===== config.mk =====
export PLATFORM = sky130hd
export DESIGN_NAME = uartEcho
export DESIGN_NICKNAME = d
export VERILOG_FILES = /design/src/design/echoBufferPkg.sv /design/src/design/uartLinePkg.sv /design/src/design/echoFifo.sv /design/src/design/uartEcho.sv /design/src/design/uartReceiver.sv /design/src/design/uartTransmitter.sv
export VERILOG_INCLUDE_DIRS = /design/src /design/src/include
export SDC_FILE = /design/constraint.sdc
export NUM_CORES = 1
export LEC_CHECK = 0
export BUFFER_PORTS_ARGS = -buffer_cell sky130_fd_sc_hd__buf_4
export CAP_MARGIN = 20
export CORE_ASPECT_RATIO = 0.6
export CORE_MARGIN = 2
export CORE_UTILIZATION = 51
export CTS_BUF_LIST = sky130_fd_sc_hd__clkbuf_8 sky130_fd_sc_hd__clkbuf_16
export DETAILED_ROUTE_END_ITERATION = 8
export GPL_TIMING_DRIVEN = 0
export PLACE_DENSITY_LB_ADDON = 0.08
export SETUP_SLACK_MARGIN = 0.2
export SLEW_MARGIN = 40
export SYNTH_ARGS = -nofsm -noshare
export SYNTH_HDL_FRONTEND = slang
export SYNTH_SLANG_ARGS = --single-unit

===== constraint.sdc =====
create_clock -name clk_29_pll -period 7.2 [get_ports clk_29_pll]
set_clock_uncertainty 0.15 [all_clocks]
set_input_delay 0.72 -clock clk_29_pll [delete_from_list [all_inputs] [get_ports clk_29_pll]]
set_output_delay 0.72 -clock clk_29_pll [all_outputs]
set_load 0.02 [all_outputs]

===== src/include/uart_defs.svh =====
// Line format and buffer size constants for the UART echo path.
// Included by the packages, the RTL modules and the testbench.
// Frame is 1 start bit, DATA_BITS data bits, no parity, 1 stop bit.

`ifndef UART_DEFS_SVH
`define UART_DEFS_SVH

// ----------------------------------------
// serial line format
// ----------------------------------------
`define DATA_BITS      8     // data bits per frame, LSB first

// 29.49 MHz / 16 = 1.8432 MHz oversample tick
`define CLKS_PER_TICK  16
`define TICKS_PER_BIT  16    // 16 ticks per bit, 256 clocks per bit

// tick within a bit where rx samples and tx changes the line
`define SAMPLE_PHASE   2

// ----------------------------------------
// echo buffer
// ----------------------------------------
`define FIFO_DEPTH     8     // entries, power of two so pointers wrap

`endif


===== src/design/echoBufferPkg.sv =====
// Types that describe the echo buffer between receiver and transmitter.
// Used by scoped name from the FIFO.

`default_nettype none

`include "uart_defs.svh"

package echoBufferPkg;

  // read or write pointer, wraps naturally at FIFO_DEPTH
  typedef logic [$clog2(`FIFO_DEPTH)-1:0] fifoPtr_t;

  // entry count, one bit wider so a full buffer fits
  typedef logic [$clog2(`FIFO_DEPTH):0] fifoCount_t;

endpackage

`default_nettype wire


===== src/design/uartLinePkg.sv =====
// Types that describe the serial line side of the echo path.
// Used by scoped name from the receiver, transmitter and top level.

`default_nettype none

`include "uart_defs.svh"

package uartLinePkg;

  // ----------------------------------------
  // payload
  // ----------------------------------------
  typedef logic [`DATA_BITS-1:0] dataByte_t;      // one data byte

  // ----------------------------------------
  // timing counters
  // ----------------------------------------

  // clock prescaler, counts clocks up to one oversample tick
  typedef logic [$clog2(`CLKS_PER_TICK)-1:0] tickCount_t;

  // frame position
  // upper nibble is the bit slot (0 start, 1..8 data, 9 stop)
  // lower nibble is the tick inside that bit
  typedef logic [7:0] bitCount_t;

endpackage

`default_nettype wire


===== src/design/echoFifo.sv =====
// 8-entry first-word-fall-through byte FIFO for the echo path.
// Write side takes a push strobe with no back-pressure; a byte that does
// not fit is lost and sets a sticky overflow flag, cleared only by reset.
// Read side is valid/ready with the head byte shown combinationally.

`default_nettype none

`include "uart_defs.svh"

module echoFifo (
  input  wire                     clk_29_pll,
  input  wire                     reset,       // sync, active low
  input  wire                     push,
  input  wire uartLinePkg::dataByte_t pushData,
  output logic                    valid,       // not empty
  output uartLinePkg::dataByte_t  headData,
  input  wire                     ready,
  output logic                    overflow     // sticky
);

  localparam echoBufferPkg::fifoCount_t depth =
    echoBufferPkg::fifoCount_t'(`FIFO_DEPTH);

  uartLinePkg::dataByte_t    mem [`FIFO_DEPTH];
  echoBufferPkg::fifoPtr_t   wrPtr;
  echoBufferPkg::fifoPtr_t   rdPtr;
  echoBufferPkg::fifoCount_t count;
  logic                      full;
  logic                      pop;
  logic                      write;

  assign full     = (count == depth);
  assign valid    = (count != '0);
  assign pop      = valid && ready;
  assign write    = push && (!full || pop);  // a pop frees the slot this cycle
  assign headData = mem[rdPtr];              // fall-through head

  // ----------------------------------------
  // storage
  // ----------------------------------------
  always_ff @(posedge clk_29_pll) begin
    if (write) begin
      mem[wrPtr] <= pushData;
    end
  end

  // ----------------------------------------
  // pointers, count, overflow
  // ----------------------------------------
  always_ff @(posedge clk_29_pll) begin
    if (!reset) begin
      wrPtr    <= '0;
      rdPtr    <= '0;
      count    <= '0;
      overflow <= 1'b0;
    end else begin
      if (write) begin
        wrPtr <= wrPtr + 1'b1;                // wraps at depth
      end
      if (pop) begin
        rdPtr <= rdPtr + 1'b1;
      end
      case ({write, pop})
        2'b10:   count <= count + 1'b1;
        2'b01:   count <= count - 1'b1;
        default: count <= count;              // idle or both
      endcase
      if (push && !write) begin
        overflow <= 1'b1;                     // byte lost
      end
    end
  end

  countInRange : assert property (
    @(posedge clk_29_pll) disable iff (!reset)
    count <= depth
  );

endmodule

`default_nettype wire


===== src/design/uartEcho.sv =====
// Top level of the UART echo path.
// rxd bytes are buffered in the FIFO and sent back on txd.
// ctsN high holds back the transmitter; overflow marks lost bytes.

`default_nettype none

module uartEcho (
  input  wire   clk_29_pll,
  input  wire   reset,        // sync, active low
  input  wire   rxd,
  input  wire   ctsN,         // clear to send, active low
  output logic  txd,
  output logic  overflow      // sticky until reset
);

  // ----------------------------------------
  // receiver to FIFO
  // ----------------------------------------
  logic                   push;
  uartLinePkg::dataByte_t pushData;

  // FIFO to transmitter
  logic                   valid;
  logic                   ready;
  uartLinePkg::dataByte_t headData;

  uartReceiver receiver (
    .clk_29_pll (clk_29_pll),
    .reset      (reset),
    .rxd        (rxd),
    .push       (push),
    .pushData   (pushData)
  );

  echoFifo fifo (
    .clk_29_pll (clk_29_pll),
    .reset      (reset),
    .push       (push),
    .pushData   (pushData),
    .valid      (valid),
    .headData   (headData),
    .ready      (ready),
    .overflow   (overflow)
  );

  uartTransmitter transmitter (
    .clk_29_pll (clk_29_pll),
    .reset      (reset),
    .ctsN       (ctsN),       // only the transmitter sees flow control
    .valid      (valid),
    .headData   (headData),
    .ready      (ready),
    .txd        (txd)
  );

endmodule

`default_nettype wire


===== src/design/uartReceiver.sv =====
// UART receiver on a 16x oversample tick.
// Filters the start edge, samples 8 data bits LSB first and checks the
// stop bit. A good byte is pushed with a one-cycle strobe; a byte whose
// stop bit reads 0 is dropped. No back-pressure on the push side.

`default_nettype none

`include "uart_defs.svh"

module uartReceiver (
  input  wire                     clk_29_pll,
  input  wire                     reset,       // sync, active low
  input  wire                     rxd,         // serial input, idle high
  output logic                    push,        // one-cycle byte strobe
  output uartLinePkg::dataByte_t  pushData     // valid with push
);

  localparam uartLinePkg::tickCount_t lastClk =
    uartLinePkg::tickCount_t'(`CLKS_PER_TICK - 1);
  localparam logic [3:0] samplePhase   = 4'(`SAMPLE_PHASE);
  localparam logic [3:0] lastDataSlot  = 4'(`DATA_BITS);
  localparam logic [3:0] stopSlot      = 4'(`DATA_BITS + 1);

  uartLinePkg::tickCount_t prescale;
  logic                    tick;
  logic [1:0]              rxdSync;       // metastability stages
  logic                    rxdLine;
  logic [3:0]              rxdFilter;     // bit 3 oldest
  logic                    startEdge;
  logic                    receiving;
  uartLinePkg::bitCount_t  frameCnt;
  logic [3:0]              slot;
  logic [3:0]              phase;
  logic                    sampleNow;
  uartLinePkg::dataByte_t  shiftReg;

  // ----------------------------------------
  // tick generation
  // ----------------------------------------
  always_ff @(posedge clk_29_pll) begin
    if (!reset) begin
      prescale <= '0;
    end else if (tick) begin
      prescale <= '0;
    end else begin
      prescale <= prescale + 1'b1;
    end
  end

  assign tick = (prescale == lastClk);

  // ----------------------------------------
  // input sync and start filter
  // ----------------------------------------
  always_ff @(posedge clk_29_pll) begin
    if (!reset) begin
      rxdSync <= 2'b11;                          // line idles high
    end else begin
      rxdSync <= {rxdSync[0], rxd};
    end
  end

  assign rxdLine = rxdSync[1];

  // cleared to low so the line must be seen high before a start counts
  always_ff @(posedge clk_29_pll) begin
    if (!reset) begin
      rxdFilter <= '0;
    end else if (tick) begin
      rxdFilter <= {rxdFilter[2:0], rxdLine};
    end
  end

  assign startEdge = (rxdFilter == 4'b1100);    // two high then two low ticks

  // ----------------------------------------
  // frame counter and stop check
  // ----------------------------------------
  assign slot      = frameCnt[7:4];
  assign phase     = frameCnt[3:0];
  assign sampleNow = tick && receiving && (phase == samplePhase);

  always_ff @(posedge clk_29_pll) begin
    if (!reset) begin
      receiving <= 1'b0;
      frameCnt  <= '0;
      push      <= 1'b0;
    end else begin
      push <= 1'b0;                              // strobe by default
      if (tick) begin
        if (!receiving) begin
          if (startEdge) begin
            receiving <= 1'b1;
            frameCnt  <= '0;
          end
        end else if (slot == stopSlot && phase == samplePhase + 4'd1) begin
          receiving <= 1'b0;                     // armed one tick after stop sample
        end else begin
          frameCnt <= frameCnt + 1'b1;
          if (sampleNow && slot == stopSlot) begin
            push <= rxdLine;                     // stop bit 0 drops the byte
          end
        end
      end
    end
  end

  // ----------------------------------------
  // data shift, LSB arrives first
  // ----------------------------------------
  always_ff @(posedge clk_29_pll) begin
    if (sampleNow && slot >= 4'd1 && slot <= lastDataSlot) begin
      shiftReg <= {rxdLine, shiftReg[`DATA_BITS-1:1]};
    end
  end

  assign pushData = shiftReg;

  // one byte per frame, the strobe must drop right away
  pushSingleCycle : assert property (
    @(posedge clk_29_pll) disable iff (!reset)
    push |=> !push
  );

endmodule

`default_nettype wire


===== src/design/uartTransmitter.sv =====
// UART frame serializer with clear-to-send gating.
// Takes a byte from the FIFO on valid and ready, then sends start bit,
// 8 data bits LSB first and a stop bit at 256 clocks per bit.
// ready rises only when idle and ctsN is low; a running frame always ends.

`default_nettype none

`include "uart_defs.svh"

module uartTransmitter (
  input  wire                     clk_29_pll,
  input  wire                     reset,       // sync, active low
  input  wire                     ctsN,        // clear to send, active low
  input  wire                     valid,
  input  wire uartLinePkg::dataByte_t headData,
  output logic                    ready,
  output logic                    txd          // serial output, idle high
);

  localparam uartLinePkg::tickCount_t lastClk =
    uartLinePkg::tickCount_t'(`CLKS_PER_TICK - 1);
  localparam logic [3:0] samplePhase = 4'(`SAMPLE_PHASE);
  localparam logic [3:0] lastPhase   = 4'(`TICKS_PER_BIT - 1);
  localparam logic [3:0] stopSlot    = 4'(`DATA_BITS + 1);

  uartLinePkg::tickCount_t prescale;
  logic                    tick;
  logic                    accept;
  logic                    busy;
  uartLinePkg::bitCount_t  frameCnt;
  logic [3:0]              slot;
  logic [3:0]              phase;
  logic                    lineStep;
  uartLinePkg::dataByte_t  txReg;

  assign accept   = valid && ready;
  assign slot     = frameCnt[7:4];
  assign phase    = frameCnt[3:0];
  assign lineStep = tick && busy && (phase == samplePhase);

  // prescaler restarts on accept so frame timing is fixed to the handshake
  always_ff @(posedge clk_29_pll) begin
    if (!reset) begin
      prescale <= '0;
    end else if (accept || tick) begin
      prescale <= '0;
    end else begin
      prescale <= prescale + 1'b1;
    end
  end

  assign tick = (prescale == lastClk);

  // ----------------------------------------
  // handshake
  // ----------------------------------------
  // registered, also acts as the sampling stage for the async ctsN pin
  always_ff @(posedge clk_29_pll) begin
    if (!reset) begin
      ready <= 1'b0;
    end else begin
      ready <= !ctsN && !busy && !accept;     // drops with the accepting edge
    end
  end

  // ----------------------------------------
  // frame sequencing
  // ----------------------------------------
  always_ff @(posedge clk_29_pll) begin
    if (!reset) begin
      busy     <= 1'b0;
      frameCnt <= '0;
      txd      <= 1'b1;
    end else if (accept) begin
      busy     <= 1'b1;
      frameCnt <= '0;
    end else if (tick && busy) begin
      if (lineStep) begin
        txd <= (slot == 4'd0) ? 1'b0 : txReg[0];   // start bit, then data/stop
      end
      if (slot == stopSlot && phase == lastPhase) begin
        busy <= 1'b0;                          // end of slot 9
      end else begin
        frameCnt <= frameCnt + 1'b1;
      end
    end
  end

  // shift in ones so slot 9 reads the stop bit
  always_ff @(posedge clk_29_pll) begin
    if (accept) begin
      txReg <= headData;
    end else if (lineStep && slot != 4'd0) begin
      txReg <= {1'b1, txReg[`DATA_BITS-1:1]};
    end
  end

  // registered ready must already be low once a frame runs
  noAcceptWhileBusy : assert property (
    @(posedge clk_29_pll) disable iff (!reset)
    accept |-> !busy
  );

endmodule

`default_nettype wire


==> flow_results.xml, run 1 <==
<?xml version="1.0" encoding="UTF-8"?>
<metrics>
  <group name="outcome">
    <metric name="run_status" unit="">finished clean</metric>
  </group>
  <group name="floorplanning">
    <metric name="die_w" unit="um">135</metric>
    <metric name="die_area" unit="sq mm">0.0112</metric>
    <metric name="vertical_die_dimension" unit="um">82.8</metric>
    <metric name="placementRows" unit="">28</metric>
    <metric name="core-area" unit="sq mm">0.00995</metric>
    <metric name="initial_utilization" unit="">0.530</metric>
    <metric name="ios" unit="">6</metric>
  </group>
  <group name="logic_synthesis">
    <metric name="yosys_warnings" unit="">0</metric>
    <metric name="synthTopCellsByCount" unit="">sky130_fd_sc_hd__edfxtp_1, sky130_fd_sc_hd__dfxtp_1, sky130_fd_sc_hd__nand2_1</metric>
    <metric name="ys_async_sr_fraction" unit="">0</metric>
    <metric name="synthMostInstantiatedCell" unit="">sky130_fd_sc_hd__edfxtp_1</metric>
    <metric name="synth-seq-area-share" unit="">0.641</metric>
    <metric name="synthesis.nets" unit="">401</metric>
    <metric name="synthDistinctLibCells" unit="">53</metric>
    <metric name="synth_ff_type" unit="">sky130_fd_sc_hd__edfxtp_1</metric>
    <metric name="postSynthCellCount" unit="">386</metric>
    <metric name="post-synth-top-area-cell" unit="">sky130_fd_sc_hd__edfxtp_1</metric>
    <metric name="synth_largest_type_area_fraction" unit="">0.455</metric>
    <metric name="synthesis.area_per_instance" unit="sq um">13.7</metric>
    <metric name="ys_top_cells_by_area" unit="">sky130_fd_sc_hd__edfxtp_1, sky130_fd_sc_hd__dfxtp_1, sky130_fd_sc_hd__mux4_2, sky130_fd_sc_hd__ha_1, sky130_fd_sc_hd__mux2i_1</metric>
    <metric name="yosys_register_bits" unit="">129</metric>
    <metric name="synth.cell_area" unit="sq mm">0.00528</metric>
    <metric name="synth-edff-count" unit="">80</metric>
  </group>
  <group name="global_routing">
    <metric name="first_global_vias" unit="">2897</metric>
    <metric name="overflow" unit="">0</metric>
    <metric name="grt_antenna_before_repair" unit="">0</metric>
    <metric name="pin_count_of_the_biggest_net_entering_global_routing" unit="">17</metric>
    <metric name="grt_util_all_layers" unit="">0.189</metric>
    <metric name="first_pass_grt_wire_length" unit="mm">15.3</metric>
  </group>
  <group name="detailed_routing">
    <metric name="drc_errors" unit="">0</metric>
    <metric name="detailedRoute.firstIterationViolations" unit="">189</metric>
    <metric name="post_drt_wl_per_cell" unit="um">16.8</metric>
    <metric name="postRouteWirelength" unit="mm">9.41</metric>
    <metric name="drtPass1Iterations" unit="">4</metric>
    <metric name="post_drt_via_cell_ratio" unit="">5.35</metric>
    <metric name="antenna_viol_nets_final" unit="">0</metric>
    <metric name="route.vias.total" unit="">2994</metric>
  </group>
  <group name="worst_hold_path">
    <metric name="hold_path_depth" unit="">1</metric>
    <metric name="whs_endpoint" unit="">receiver.rxdSync[1]</metric>
    <metric name="holdCritStartpoint" unit="">receiver.rxdSync[0]</metric>
    <metric name="path_type_of_the_worst_min_delay_path" unit="">reg -&gt; reg</metric>
  </group>
  <group name="clocking">
    <metric name="post_cts.repair.setup_buffers" unit="">0</metric>
    <metric name="cts-hold-fix-buffers" unit="">0</metric>
    <metric name="cts.reportedPaths.clkPinSlew" unit="ns">0.06</metric>
    <metric name="cts.sinks" unit="">129</metric>
    <metric name="ctsLongestPathBuffers" unit="">2</metric>
    <metric name="cts_tree" unit="">built</metric>
    <metric name="clk_root_buffer_cell" unit="">sky130_fd_sc_hd__clkbuf_16</metric>
    <metric name="cts_resized" unit="">0</metric>
    <metric name="cts.htree.levels" unit="">4</metric>
    <metric name="numCtsBuffers" unit="">17</metric>
    <metric name="clock_insertion_delay_worst_skew" unit="ns">0.41</metric>
  </group>
  <group name="final_layout">
    <metric name="final_area" unit="sq mm">0.00616</metric>
    <metric name="area_delta_synth_final" unit="%">16.7</metric>
    <metric name="antennaDiodeCount" unit="">0</metric>
    <metric name="finalNetCount" unit="">427</metric>
    <metric name="layout-drive-gt1-share" unit="">0.172</metric>
    <metric name="finalCoreUtilization" unit="">0.619</metric>
  </group>
  <group name="sta">
    <metric name="drv_slew" unit="">0</metric>
    <metric name="timing.fmax" unit="MHz">383</metric>
    <metric name="timing_worst_slew_pin_value" unit="ns">0.806</metric>
    <metric name="timing.final.hold_violations" unit="">0</metric>
    <metric name="slew_headroom" unit="">0.461</metric>
    <metric name="grt_setup_unrepaired" unit="">false</metric>
    <metric name="finalCritPeriodShare" unit="">0.362</metric>
    <metric name="final.min_clock_period" unit="ns">2.61</metric>
    <metric name="setup-violations-final" unit="">0</metric>
    <metric name="hold-worst-slack" unit="ns">0.268</metric>
    <metric name="setup-tns-final" unit="ns">0</metric>
  </group>
  <group name="place">
    <metric name="place.port_buffers" unit="">5</metric>
    <metric name="place_hpwl" unit="mm">6.41</metric>
    <metric name="dpl-instance-area" unit="sq mm">0.00552</metric>
    <metric name="gp_congestion" unit="">0.799</metric>
  </group>
  <group name="setup_path">
    <metric name="critical_path.reg2reg.endpoint" unit="">fifo.count[3]</metric>
    <metric name="crit_arrival" unit="ns">2.80</metric>
    <metric name="setup.worst_path.end_class" unit="">register</metric>
    <metric name="worstPathRequired" unit="ns">7.39</metric>
    <metric name="worstPathMaxFanout" unit="">8</metric>
    <metric name="ff2ff_setup_slack" unit="ns">4.59</metric>
    <metric name="setup.worst_path.start_class" unit="">register</metric>
    <metric name="critical_path_start_end_classification" unit="">reg -&gt; reg</metric>
    <metric name="worst_r2r_startpoint" unit="">fifo.count[2]</metric>
    <metric name="worst_reg2reg_path_depth" unit="">9</metric>
  </group>
  <group name="power_and_ir_drop">
    <metric name="power.leakage" unit="nW">2.14</metric>
    <metric name="power_density" unit="mW/mm^2">278</metric>
    <metric name="irDropWorstVdd" unit="mV">0.185</metric>
  </group>
  <group name="flow_run">
    <metric name="timing.max_cap.violations" unit="">0</metric>
  </group>
</metrics>
power breakdown:
part | internal [W] | leakage (nW) | total (W) | switching (W)
registers | 0.000780 | 1.10 | 0.000783 | 0.00000297
logic | 0.00000578 | 0.733 | 0.0000137 | 0.00000796
clock network | 0.000612 | 0.309 | 0.000919 | 0.000307
total | 0.00140 | 2.14 | 0.00171 | 0.000318
sequential cells by signal, indices dropped and copies added (netlist names), 2 cells and up, named ones only:
name,flops
fifo.count,4
transmitter.frameCnt,8
receiver.frameCnt,8
receiver.pushData,8
fifo.mem,64
receiver.rxdFilter,4
fifo.rdPtr,3
fifo.wrPtr,3
transmitter.prescale,4
receiver.prescale,4
transmitter.txReg,8
receiver.rxdSync,2
metal layers:
layer  vias to the layer above  GRT usage  part of all wire
met2                        54      0.252              0.40
li1                       1490          -                 -
met1                      1442      0.293              0.53
met4                         0     0.0844            0.0096
met5                         -          0                 0
met3                         8     0.0419             0.053
area by class of cell:
type	instances	area, sq um
fillers	786	3790
flip-flops and latches	129	3380
multi-input cells	230	1790
clock buffers	17	425
clock inverters	15	214
well taps	135	169
plain buffers	13	67.6
repair buffers	7	52.6
inverters	14	52.6
worst max-delay path: stages (launching register included):
cell                      delay [ns]
sky130_fd_sc_hd__dfxtp_1        0.36
sky130_fd_sc_hd__o41ai_4        0.62
sky130_fd_sc_hd__or2_1          0.17
sky130_fd_sc_hd__buf_4          0.15
sky130_fd_sc_hd__inv_2          0.06
sky130_fd_sc_hd__ha_1           0.26
sky130_fd_sc_hd__a21o_1         0.17
sky130_fd_sc_hd__a21oi_1        0.17
sky130_fd_sc_hd__mux2i_1        0.24
sky130_fd_sc_hd__mux2i_1        0.19
cell families (layout without fill, tap and decap cells):
kind of cell             count (synthesis)  count (layout)  share of synthesized area
multiplexers                            28              28                     0.0911
XOR/XNOR                                16              16                     0.0266
buffers and inverters                   27              66                     0.0228
AND/OR/NAND/NOR                        121             121                      0.121
adder cells (fa/ha/maj)                 11              11                     0.0275
AO/OA/AOI/OAI                           54              54                     0.0700
flip-flops                             129             129                      0.641
metrics by stage:
step / instances / power (W) / worst slack [ns]
after floorplan: 386 / 0.000806 / 4.82
after detailed placement: 528 / 0.000812 / 4.58
after global routing: 560 / 0.00177 / 4.39
after CTS: 560 / 0.00173 / 4.57
after global placement: 526 / 0.000811 / 4.42
final: 560 / 0.00171 / 4.59
cells in the final DEF (no fill, tap or decap), types with 3 or more instances in the layout:
cell,count
sky130_fd_sc_hd__and2_1,7
sky130_fd_sc_hd__xor2_1,6
sky130_fd_sc_hd__nand3_1,13
sky130_fd_sc_hd__dfxtp_1,49
sky130_fd_sc_hd__nor2b_1,4
sky130_fd_sc_hd__or3_1,3
sky130_fd_sc_hd__a211oi_1,3
sky130_fd_sc_hd__buf_4,11
sky130_fd_sc_hd__xnor2_1,10
sky130_fd_sc_hd__clkinv_2,3
sky130_fd_sc_hd__bufinv_16,5
sky130_fd_sc_hd__o21ai_0,16
sky130_fd_sc_hd__clkbuf_1,4
sky130_fd_sc_hd__a21oi_1,9
sky130_fd_sc_hd__nor3_1,5
sky130_fd_sc_hd__nand2b_1,8
sky130_fd_sc_hd__clkbuf_16,17
sky130_fd_sc_hd__inv_1,13
sky130_fd_sc_hd__edfxtp_1,80
sky130_fd_sc_hd__o31ai_1,3
sky130_fd_sc_hd__and3_1,6
sky130_fd_sc_hd__o211ai_1,4
sky130_fd_sc_hd__nor2_1,23
sky130_fd_sc_hd__a21boi_0,7
sky130_fd_sc_hd__nand2_1,29
sky130_fd_sc_hd__ha_1,10
sky130_fd_sc_hd__mux4_2,16
sky130_fd_sc_hd__mux2i_1,12
sky130_fd_sc_hd__buf_2,3
sky130_fd_sc_hd__nor2_2,3
sky130_fd_sc_hd__nand4_1,3
worst max path at each step:
stage | from | to | cells after the start
6_report | fifo.count[2] | fifo.count[3] | 9
5_1_grt | fifo.count[2] | fifo.count[3] | 9
4_1_cts | fifo.count[2] | fifo.count[3] | 9
3_5_place_dp | fifo.count[2] | fifo.count[3] | 9
3_3_place_gp | fifo.count[2] | fifo.mem[0][2] | 4
2_1_floorplan | fifo.count[2] | fifo.count[3] | 9
Power figures use the tool's default switching activity.
==> run 2, diff against run 1 <==
==> constraint.sdc (replaced) <==
create_clock -name clk_29_pll -period 2.2 [get_ports clk_29_pll]
set_clock_uncertainty 0.15 [all_clocks]
set_input_delay 0.22 -clock clk_29_pll [delete_from_list [all_inputs] [get_ports clk_29_pll]]
set_output_delay 0.22 -clock clk_29_pll [all_outputs]
set_load 0.02 [all_outputs]
==> run 2 against run 1 <==
Effect of this change:
- sequential share of layout area down 2.5 points
- worst hold slack better by 0.0038 ns
- core utilization up 3.2 points
- die area unchanged
- largest cell class unchanged
- critical endpoint unchanged
- critical path type unchanged
- routed wire length up 11%
- sequential cell count unchanged
==> flow_results.xml, run 2 (same netlist as run 1, synthesis figures left out) <==
<?xml version="1.0" encoding="UTF-8"?>
<metrics>
  <group name="clocking">
    <metric name="cts_tree" unit="">built</metric>
    <metric name="clock_insertion_delay_worst_skew" unit="ns">0.42</metric>
    <metric name="cts.sinks" unit="">129</metric>
    <metric name="ctsLongestPathBuffers" unit="">2</metric>
    <metric name="cts.reportedPaths.clkPinSlew" unit="ns">0.06</metric>
    <metric name="cts.htree.levels" unit="">4</metric>
    <metric name="clk_root_buffer_cell" unit="">sky130_fd_sc_hd__clkbuf_16</metric>
    <metric name="numCtsBuffers" unit="">17</metric>
  </group>
  <group name="setup_path">
    <metric name="worst_r2r_startpoint" unit="">fifo.count[0]</metric>
    <metric name="setup.worst_path.end_class" unit="">register</metric>
    <metric name="setup.worst_path.start_class" unit="">register</metric>
    <metric name="critical_path_start_end_classification" unit="">reg -&gt; reg</metric>
    <metric name="worstPathMaxFanout" unit="">3</metric>
    <metric name="worst_reg2reg_path_depth" unit="">9</metric>
    <metric name="critical_path.reg2reg.endpoint" unit="">fifo.count[3]</metric>
    <metric name="ff2ff_setup_slack" unit="ns">0.03</metric>
    <metric name="worstPathRequired" unit="ns">2.40</metric>
    <metric name="crit_arrival" unit="ns">2.37</metric>
  </group>
  <group name="final_layout">
    <metric name="finalNetCount" unit="">440</metric>
    <metric name="final_area" unit="sq mm">0.00647</metric>
    <metric name="final_common_cell" unit="">sky130_fd_sc_hd__edfxtp_1</metric>
    <metric name="most_frequent_cells_in_the_layout" unit="">sky130_fd_sc_hd__edfxtp_1, sky130_fd_sc_hd__dfxtp_1, sky130_fd_sc_hd__nand2_1</metric>
    <metric name="area_delta_synth_final" unit="%">22.7</metric>
    <metric name="antennaDiodeCount" unit="">0</metric>
    <metric name="layout-drive-gt1-share" unit="">0.256</metric>
    <metric name="registers.top_by_ff_count" unit="">fifo.mem</metric>
    <metric name="largest_register_ffs" unit="">64</metric>
  </group>
  <group name="sta">
    <metric name="setup-tns-final" unit="ns">0</metric>
    <metric name="finalCritPeriodShare" unit="">0.987</metric>
    <metric name="timing_worst_slew_pin_value" unit="ns">0.571</metric>
    <metric name="grt_setup_unrepaired" unit="">true</metric>
    <metric name="timing.fmax" unit="MHz">461</metric>
    <metric name="final.min_clock_period" unit="ns">2.17</metric>
    <metric name="slew_headroom" unit="">0.616</metric>
    <metric name="drv_slew" unit="">0</metric>
    <metric name="setup-violations-final" unit="">0</metric>
    <metric name="timing.final.hold_violations" unit="">0</metric>
  </group>
  <group name="floorplanning">
    <metric name="placementRows" unit="">28</metric>
    <metric name="initial_utilization" unit="">0.530</metric>
    <metric name="vertical_die_dimension" unit="um">82.8</metric>
    <metric name="core-area" unit="sq mm">0.00995</metric>
    <metric name="die_area" unit="sq mm">0.0112</metric>
    <metric name="ios" unit="">6</metric>
    <metric name="die_w" unit="um">135</metric>
  </group>
  <group name="power_and_ir_drop">
    <metric name="power.leakage" unit="nW">2.21</metric>
    <metric name="irDropWorstVdd" unit="mV">0.627</metric>
    <metric name="power_density" unit="mW/mm^2">838</metric>
  </group>
  <group name="detailed_routing">
    <metric name="post_drt_via_cell_ratio" unit="">5.59</metric>
    <metric name="post_drt_wl_per_cell" unit="um">18.3</metric>
    <metric name="route.vias.total" unit="">3203</metric>
    <metric name="antenna_viol_nets_final" unit="">0</metric>
    <metric name="postRouteWirelength" unit="mm">10.5</metric>
    <metric name="drtPass1Iterations" unit="">4</metric>
    <metric name="detailedRoute.firstIterationViolations" unit="">225</metric>
    <metric name="drc_errors" unit="">0</metric>
  </group>
  <group name="place">
    <metric name="gp_congestion" unit="">0.802</metric>
    <metric name="place_hpwl" unit="mm">6.73</metric>
    <metric name="place.port_buffers" unit="">5</metric>
    <metric name="dpl-instance-area" unit="sq mm">0.00555</metric>
  </group>
  <group name="global_routing">
    <metric name="first_global_vias" unit="">3126</metric>
    <metric name="overflow" unit="">0</metric>
    <metric name="first_pass_grt_wire_length" unit="mm">16.7</metric>
    <metric name="grt_util_all_layers" unit="">0.207</metric>
    <metric name="grt_antenna_before_repair" unit="">0</metric>
    <metric name="pin_count_of_the_biggest_net_entering_global_routing" unit="">17</metric>
  </group>
  <group name="worst_hold_path">
    <metric name="hold_path_depth" unit="">1</metric>
    <metric name="whs_endpoint" unit="">receiver.rxdSync[1]</metric>
    <metric name="holdCritStartpoint" unit="">receiver.rxdSync[0]</metric>
    <metric name="path_type_of_the_worst_min_delay_path" unit="">reg -&gt; reg</metric>
  </group>
  <group name="outcome">
    <metric name="run_status" unit="">finished clean</metric>
  </group>
  <group name="flow_run">
    <metric name="timing.max_cap.violations" unit="">0</metric>
  </group>
</metrics>
[run 2: power breakdown]
| group | switching [W] | internal (W) | leakage, nW |
|---|---|---|---|
| sequential | 0.0000111 | 0.00255 | 1.10 |
| combinational | 0.0000277 | 0.0000246 | 0.828 |
| clock | 0.00112 | 0.00170 | 0.284 |
| total | 0.00116 | 0.00427 | 2.21 |
[run 2: per-stage QoR]
| stage | setup slack [ns] | hold slack [ns] | utilization | instances | power (W) |
|---|---|---|---|---|---|
| 4_1_cts | 0.00130 | 0.274 | 0.639 | 567 | 0.00547 |
| 2_1_floorplan | -0.0410 | 0.147 | - | 386 | 0.00264 |
| 6_report | 0.0294 | 0.271 | 0.651 | 573 | 0.00543 |
| 3_3_place_gp | -0.238 | 0.250 | 0.555 | 526 | 0.00266 |
| 5_1_grt | -0.0554 | 0.302 | 0.651 | 573 | 0.00559 |
| 3_5_place_dp | -0.295 | 0.251 | 0.558 | 526 | 0.00266 |
[run 2: final cells by class]
type | count | area [sq um]
flip-flops and latches | 129 | 3390
fillers | 730 | 3470
repair buffers | 20 | 195
plain buffers | 13 | 98.8
clock buffers | 17 | 425
clock inverters | 15 | 170
multi-input cells | 230 | 1970
well taps | 135 | 169
inverters | 14 | 55.1
[run 2: worst max-delay path, cell delays in order, from the launching register on]
cell and delay (ns):
sky130_fd_sc_hd__dfxtp_4 0.36, sky130_fd_sc_hd__o41ai_4 0.38, sky130_fd_sc_hd__or2_1 0.17, sky130_fd_sc_hd__buf_6 0.10
sky130_fd_sc_hd__inv_4 0.04, sky130_fd_sc_hd__ha_4 0.19, sky130_fd_sc_hd__a21o_1 0.16, sky130_fd_sc_hd__a21oi_2 0.14
sky130_fd_sc_hd__mux2i_1 0.23, sky130_fd_sc_hd__mux2i_1 0.19
[run 2: worst max-delay path by stage]
stage / from / endpoint / cells past startpoint
CTS: fifo.count[2] / fifo.count[3] / 9
finish: fifo.count[0] / fifo.count[3] / 9
detailed placement: fifo.count[1] / fifo.count[3] / 9
floorplan: fifo.count[0] / fifo.count[3] / 9
global placement: fifo.count[1] / fifo.count[3] / 9
global route: fifo.count[0] / fifo.count[3] / 9
[run 2: timing repair]
item                                    4_1_cts  5_1_grt
setup buffers                                 6        6
pin swaps                                     6        4
endpoints found under the setup margin       96       92
hold buffers                                  3        0
gates resized for setup                      27       18
hold endpoints to repair                      3        0
[run 2: metal layers]
metal | share of wire | track usage | up-vias
li1 | - | - | 1527
met1 | 0.52 | 0.303 | 1612
met2 | 0.43 | 0.296 | 52
met3 | 0.032 | 0.0540 | 12
met4 | 0.012 | 0.0844 | 0
met5 | 0 | 0 | -
==> run 3, diff against run 2 <==
--- a/config.mk
+++ b/config.mk
@@ -9,13 +9,12 @@
 export BUFFER_PORTS_ARGS = -buffer_cell sky130_fd_sc_hd__buf_4
 export CAP_MARGIN = 20
 export CORE_ASPECT_RATIO = 0.6
-export CORE_MARGIN = 2
+export CORE_MARGIN = 4
 export CORE_UTILIZATION = 51
 export CTS_BUF_LIST = sky130_fd_sc_hd__clkbuf_8 sky130_fd_sc_hd__clkbuf_16
 export DETAILED_ROUTE_END_ITERATION = 8
 export GPL_TIMING_DRIVEN = 0
 export PLACE_DENSITY_LB_ADDON = 0.08
-export SETUP_SLACK_MARGIN = 0.2
 export SLEW_MARGIN = 40
 export SYNTH_ARGS = -nofsm -noshare
 export SYNTH_HDL_FRONTEND = slang
==> run 3 against run 2 <==
Effect of this change:
- the run now ends with setup timing left
- power shrank 8.1%
- register-to-register slack got worse by 0.05 ns
- sequential cell count unchanged
- via count decreased by 1.9%
- count of clock-buffer cells in the layout unchanged
- critical path depth unchanged
- non-clock buffer count is 6 lower
- design area fell by 4.8%
- setup slack worse by 0.046 ns
==> flow_results.xml, run 3 (same netlist as run 1, synthesis figures left out) <==
<?xml version="1.0" encoding="UTF-8"?>
<metrics>
  <group name="floorplanning">
    <metric name="die_area" unit="sq mm">0.0121</metric>
    <metric name="vertical_die_dimension" unit="um">86.8</metric>
    <metric name="initial_utilization" unit="">0.528</metric>
    <metric name="die_w" unit="um">139</metric>
    <metric name="core-area" unit="sq mm">0.00998</metric>
    <metric name="placementRows" unit="">28</metric>
    <metric name="ios" unit="">6</metric>
  </group>
  <group name="place">
    <metric name="post-place-ws" unit="ns">-0.362</metric>
    <metric name="gp_congestion" unit="">0.777</metric>
    <metric name="place.port_buffers" unit="">5</metric>
    <metric name="place_hpwl" unit="mm">6.52</metric>
    <metric name="dpl-instance-area" unit="sq mm">0.00555</metric>
  </group>
  <group name="outcome">
    <metric name="run_status" unit="">finished, violations left</metric>
    <metric name="failed_checks" unit="">setup timing</metric>
  </group>
  <group name="detailed_routing">
    <metric name="detailedRoute.firstIterationViolations" unit="">197</metric>
    <metric name="post_drt_via_cell_ratio" unit="">5.54</metric>
    <metric name="post_drt_wl_per_cell" unit="um">17.4</metric>
    <metric name="postRouteWirelength" unit="mm">9.88</metric>
    <metric name="antenna_viol_nets_final" unit="">0</metric>
    <metric name="route.vias.total" unit="">3142</metric>
    <metric name="drtPass1Iterations" unit="">5</metric>
    <metric name="drc_errors" unit="">0</metric>
  </group>
  <group name="final_layout">
    <metric name="largest_register_ffs" unit="">64</metric>
    <metric name="most_frequent_cells_in_the_layout" unit="">sky130_fd_sc_hd__edfxtp_1, sky130_fd_sc_hd__dfxtp_1, sky130_fd_sc_hd__nand2_1</metric>
    <metric name="layout-drive-gt1-share" unit="">0.199</metric>
    <metric name="registers.top_by_ff_count" unit="">fifo.mem</metric>
    <metric name="antennaDiodeCount" unit="">0</metric>
    <metric name="finalNetCount" unit="">434</metric>
    <metric name="final_area" unit="sq mm">0.00616</metric>
    <metric name="final_common_cell" unit="">sky130_fd_sc_hd__edfxtp_1</metric>
    <metric name="area_delta_synth_final" unit="%">16.9</metric>
  </group>
  <group name="power_and_ir_drop">
    <metric name="finalPower" unit="W">0.00499</metric>
    <metric name="power.leakage" unit="nW">2.11</metric>
    <metric name="irDropWorstVdd" unit="mV">0.599</metric>
    <metric name="power_density" unit="mW/mm^2">809</metric>
    <metric name="netSwitchingPower" unit="W">0.00102</metric>
    <metric name="clkPwrFrac" unit="">0.477</metric>
    <metric name="cellInternalPower" unit="W">0.00397</metric>
    <metric name="power.share.sequential" unit="">0.513</metric>
    <metric name="comb_power_share" unit="">0.010</metric>
    <metric name="power.share.switching" unit="">0.204</metric>
  </group>
  <group name="sta">
    <metric name="timing_worst_slew_pin_value" unit="ns">0.739</metric>
    <metric name="slew_headroom" unit="">0.508</metric>
    <metric name="timing.final.hold_violations" unit="">0</metric>
    <metric name="timing.fmax" unit="MHz">451</metric>
    <metric name="grt_setup_unrepaired" unit="">true</metric>
    <metric name="finalCritPeriodShare" unit="">1.01</metric>
    <metric name="setup-tns-final" unit="ns">-0.0164</metric>
    <metric name="timing.final.ws_setup" unit="ns">-0.0164</metric>
    <metric name="final.min_clock_period" unit="ns">2.22</metric>
    <metric name="setup-violations-final" unit="">1</metric>
    <metric name="drv_slew" unit="">0</metric>
  </group>
  <group name="global_routing">
    <metric name="first_pass_grt_wire_length" unit="mm">16.3</metric>
    <metric name="grt_antenna_before_repair" unit="">0</metric>
    <metric name="overflow" unit="">0</metric>
    <metric name="first_global_vias" unit="">3039</metric>
    <metric name="pin_count_of_the_biggest_net_entering_global_routing" unit="">17</metric>
    <metric name="grt_util_all_layers" unit="">0.179</metric>
  </group>
  <group name="clocking">
    <metric name="cts.htree.levels" unit="">4</metric>
    <metric name="cts_tree" unit="">built</metric>
    <metric name="ctsLongestPathBuffers" unit="">2</metric>
    <metric name="clock_insertion_delay_worst_skew" unit="ns">0.41</metric>
    <metric name="cts.sinks" unit="">129</metric>
    <metric name="cts.reportedPaths.clkPinSlew" unit="ns">0.05</metric>
    <metric name="numCtsBuffers" unit="">17</metric>
    <metric name="clk_root_buffer_cell" unit="">sky130_fd_sc_hd__clkbuf_16</metric>
  </group>
  <group name="setup_path">
    <metric name="setup.worst_path.end_class" unit="">register</metric>
    <metric name="setup.worst_path.start_class" unit="">register</metric>
    <metric name="crit_arrival" unit="ns">2.40</metric>
    <metric name="critical_path_start_end_classification" unit="">reg -&gt; reg</metric>
    <metric name="worstPathMaxFanout" unit="">4</metric>
    <metric name="worstPathRequired" unit="ns">2.38</metric>
  </group>
  <group name="flow_run">
    <metric name="timing.max_cap.violations" unit="">0</metric>
  </group>
  <group name="worst_hold_path">
    <metric name="path_type_of_the_worst_min_delay_path" unit="">reg -&gt; reg</metric>
  </group>
</metrics>
-- run 3: cell types whose count changed in the layout (fill, tap and decap cells not counted), moves of 3 or more --
cell	before	now
sky130_fd_sc_hd__buf_4	17	14
sky130_fd_sc_hd__buf_12	4	0
sky130_fd_sc_hd__clkinv_2	0	5
sky130_fd_sc_hd__nor2_4	7	1
sky130_fd_sc_hd__clkinv_1	0	5
sky130_fd_sc_hd__nor2_2	0	6
sky130_fd_sc_hd__inv_6	7	0
sky130_fd_sc_hd__mux2i_4	3	0
-- run 3: repair_timing --
item | 4_1_cts | 5_1_grt
endpoints found under the hold margin | 3 | 0
buffers inserted | 1 | 4
endpoints found under the setup margin | 50 | 76
hold buffers | 3 | 0
pin swaps | 2 | 3
resized for setup | 3 | 12
-- run 3: cell type report --
cell class / count / area (sq um)
clock buffers: 17 / 425
fillers: 778 / 3820
clock inverters: 15 / 78.8
flip-flops and latches: 129 / 3390
well taps: 135 / 169
inverters: 14 / 55.1
multi-input cells: 230 / 1850
plain buffers: 12 / 76.3
repair buffers: 15 / 120
-- run 3: worst paths after layout --
path                               to  slack [ns]           startpoint  cells after the start
hold / removal    receiver.rxdSync[1]        0.27  receiver.rxdSync[0]                      1
hold reg to reg   receiver.rxdSync[1]        0.27  receiver.rxdSync[0]                      1
setup reg to reg        fifo.count[3]       -0.02        fifo.count[3]                      9
setup / recovery        fifo.count[3]       -0.02        fifo.count[3]                      9
-- run 3: power groups by stage --
stage | clock [W] | sequential, W | combinational (W)
6_report | 0.00238 | 0.00256 | 0.0000485
5_1_grt | 0.00254 | 0.00256 | 0.0000562
4_1_cts | 0.00243 | 0.00256 | 0.0000492
3_5_place_dp | 0 | 0.00261 | 0.0000448
3_3_place_gp | 0 | 0.00261 | 0.0000438
2_1_floorplan | 0 | 0.00261 | 0.0000293
-- run 3: routing by layer --
| metal | global-route usage | share of wire | up-vias |
|---|---|---|---|
| li1 | - | - | 1504 |
| met1 | 0.267 | 0.52 | 1568 |
| met2 | 0.254 | 0.43 | 57 |
| met3 | 0.0402 | 0.037 | 13 |
| met4 | 0.0773 | 0.014 | 0 |
| met5 | 0 | 0 | - |
-- run 3: worst max-delay path: stages, from the launching register on --
cell and delay, ns:
sky130_fd_sc_hd__dfxtp_4 0.35, sky130_fd_sc_hd__o41ai_4 0.37, sky130_fd_sc_hd__or2_1 0.17, sky130_fd_sc_hd__buf_6 0.12, sky130_fd_sc_hd__inv_4 0.05, sky130_fd_sc_hd__ha_4 0.20, sky130_fd_sc_hd__a21o_1 0.16, sky130_fd_sc_hd__a21oi_2 0.16
sky130_fd_sc_hd__mux2i_1 0.23, sky130_fd_sc_hd__mux2i_1 0.19
-- run 3: metrics by stage --
| step | util | cells | hold slack [ns] |
|---|---|---|---|
| 6_report | 0.617 | 567 | 0.266 |
| 5_1_grt | 0.617 | 567 | 0.290 |
| 4_1_cts | 0.611 | 563 | 0.266 |
| 3_5_place_dp | 0.556 | 528 | 0.243 |
| 3_3_place_gp | 0.551 | 526 | 0.235 |
| 2_1_floorplan | - | 386 | 0.147 |
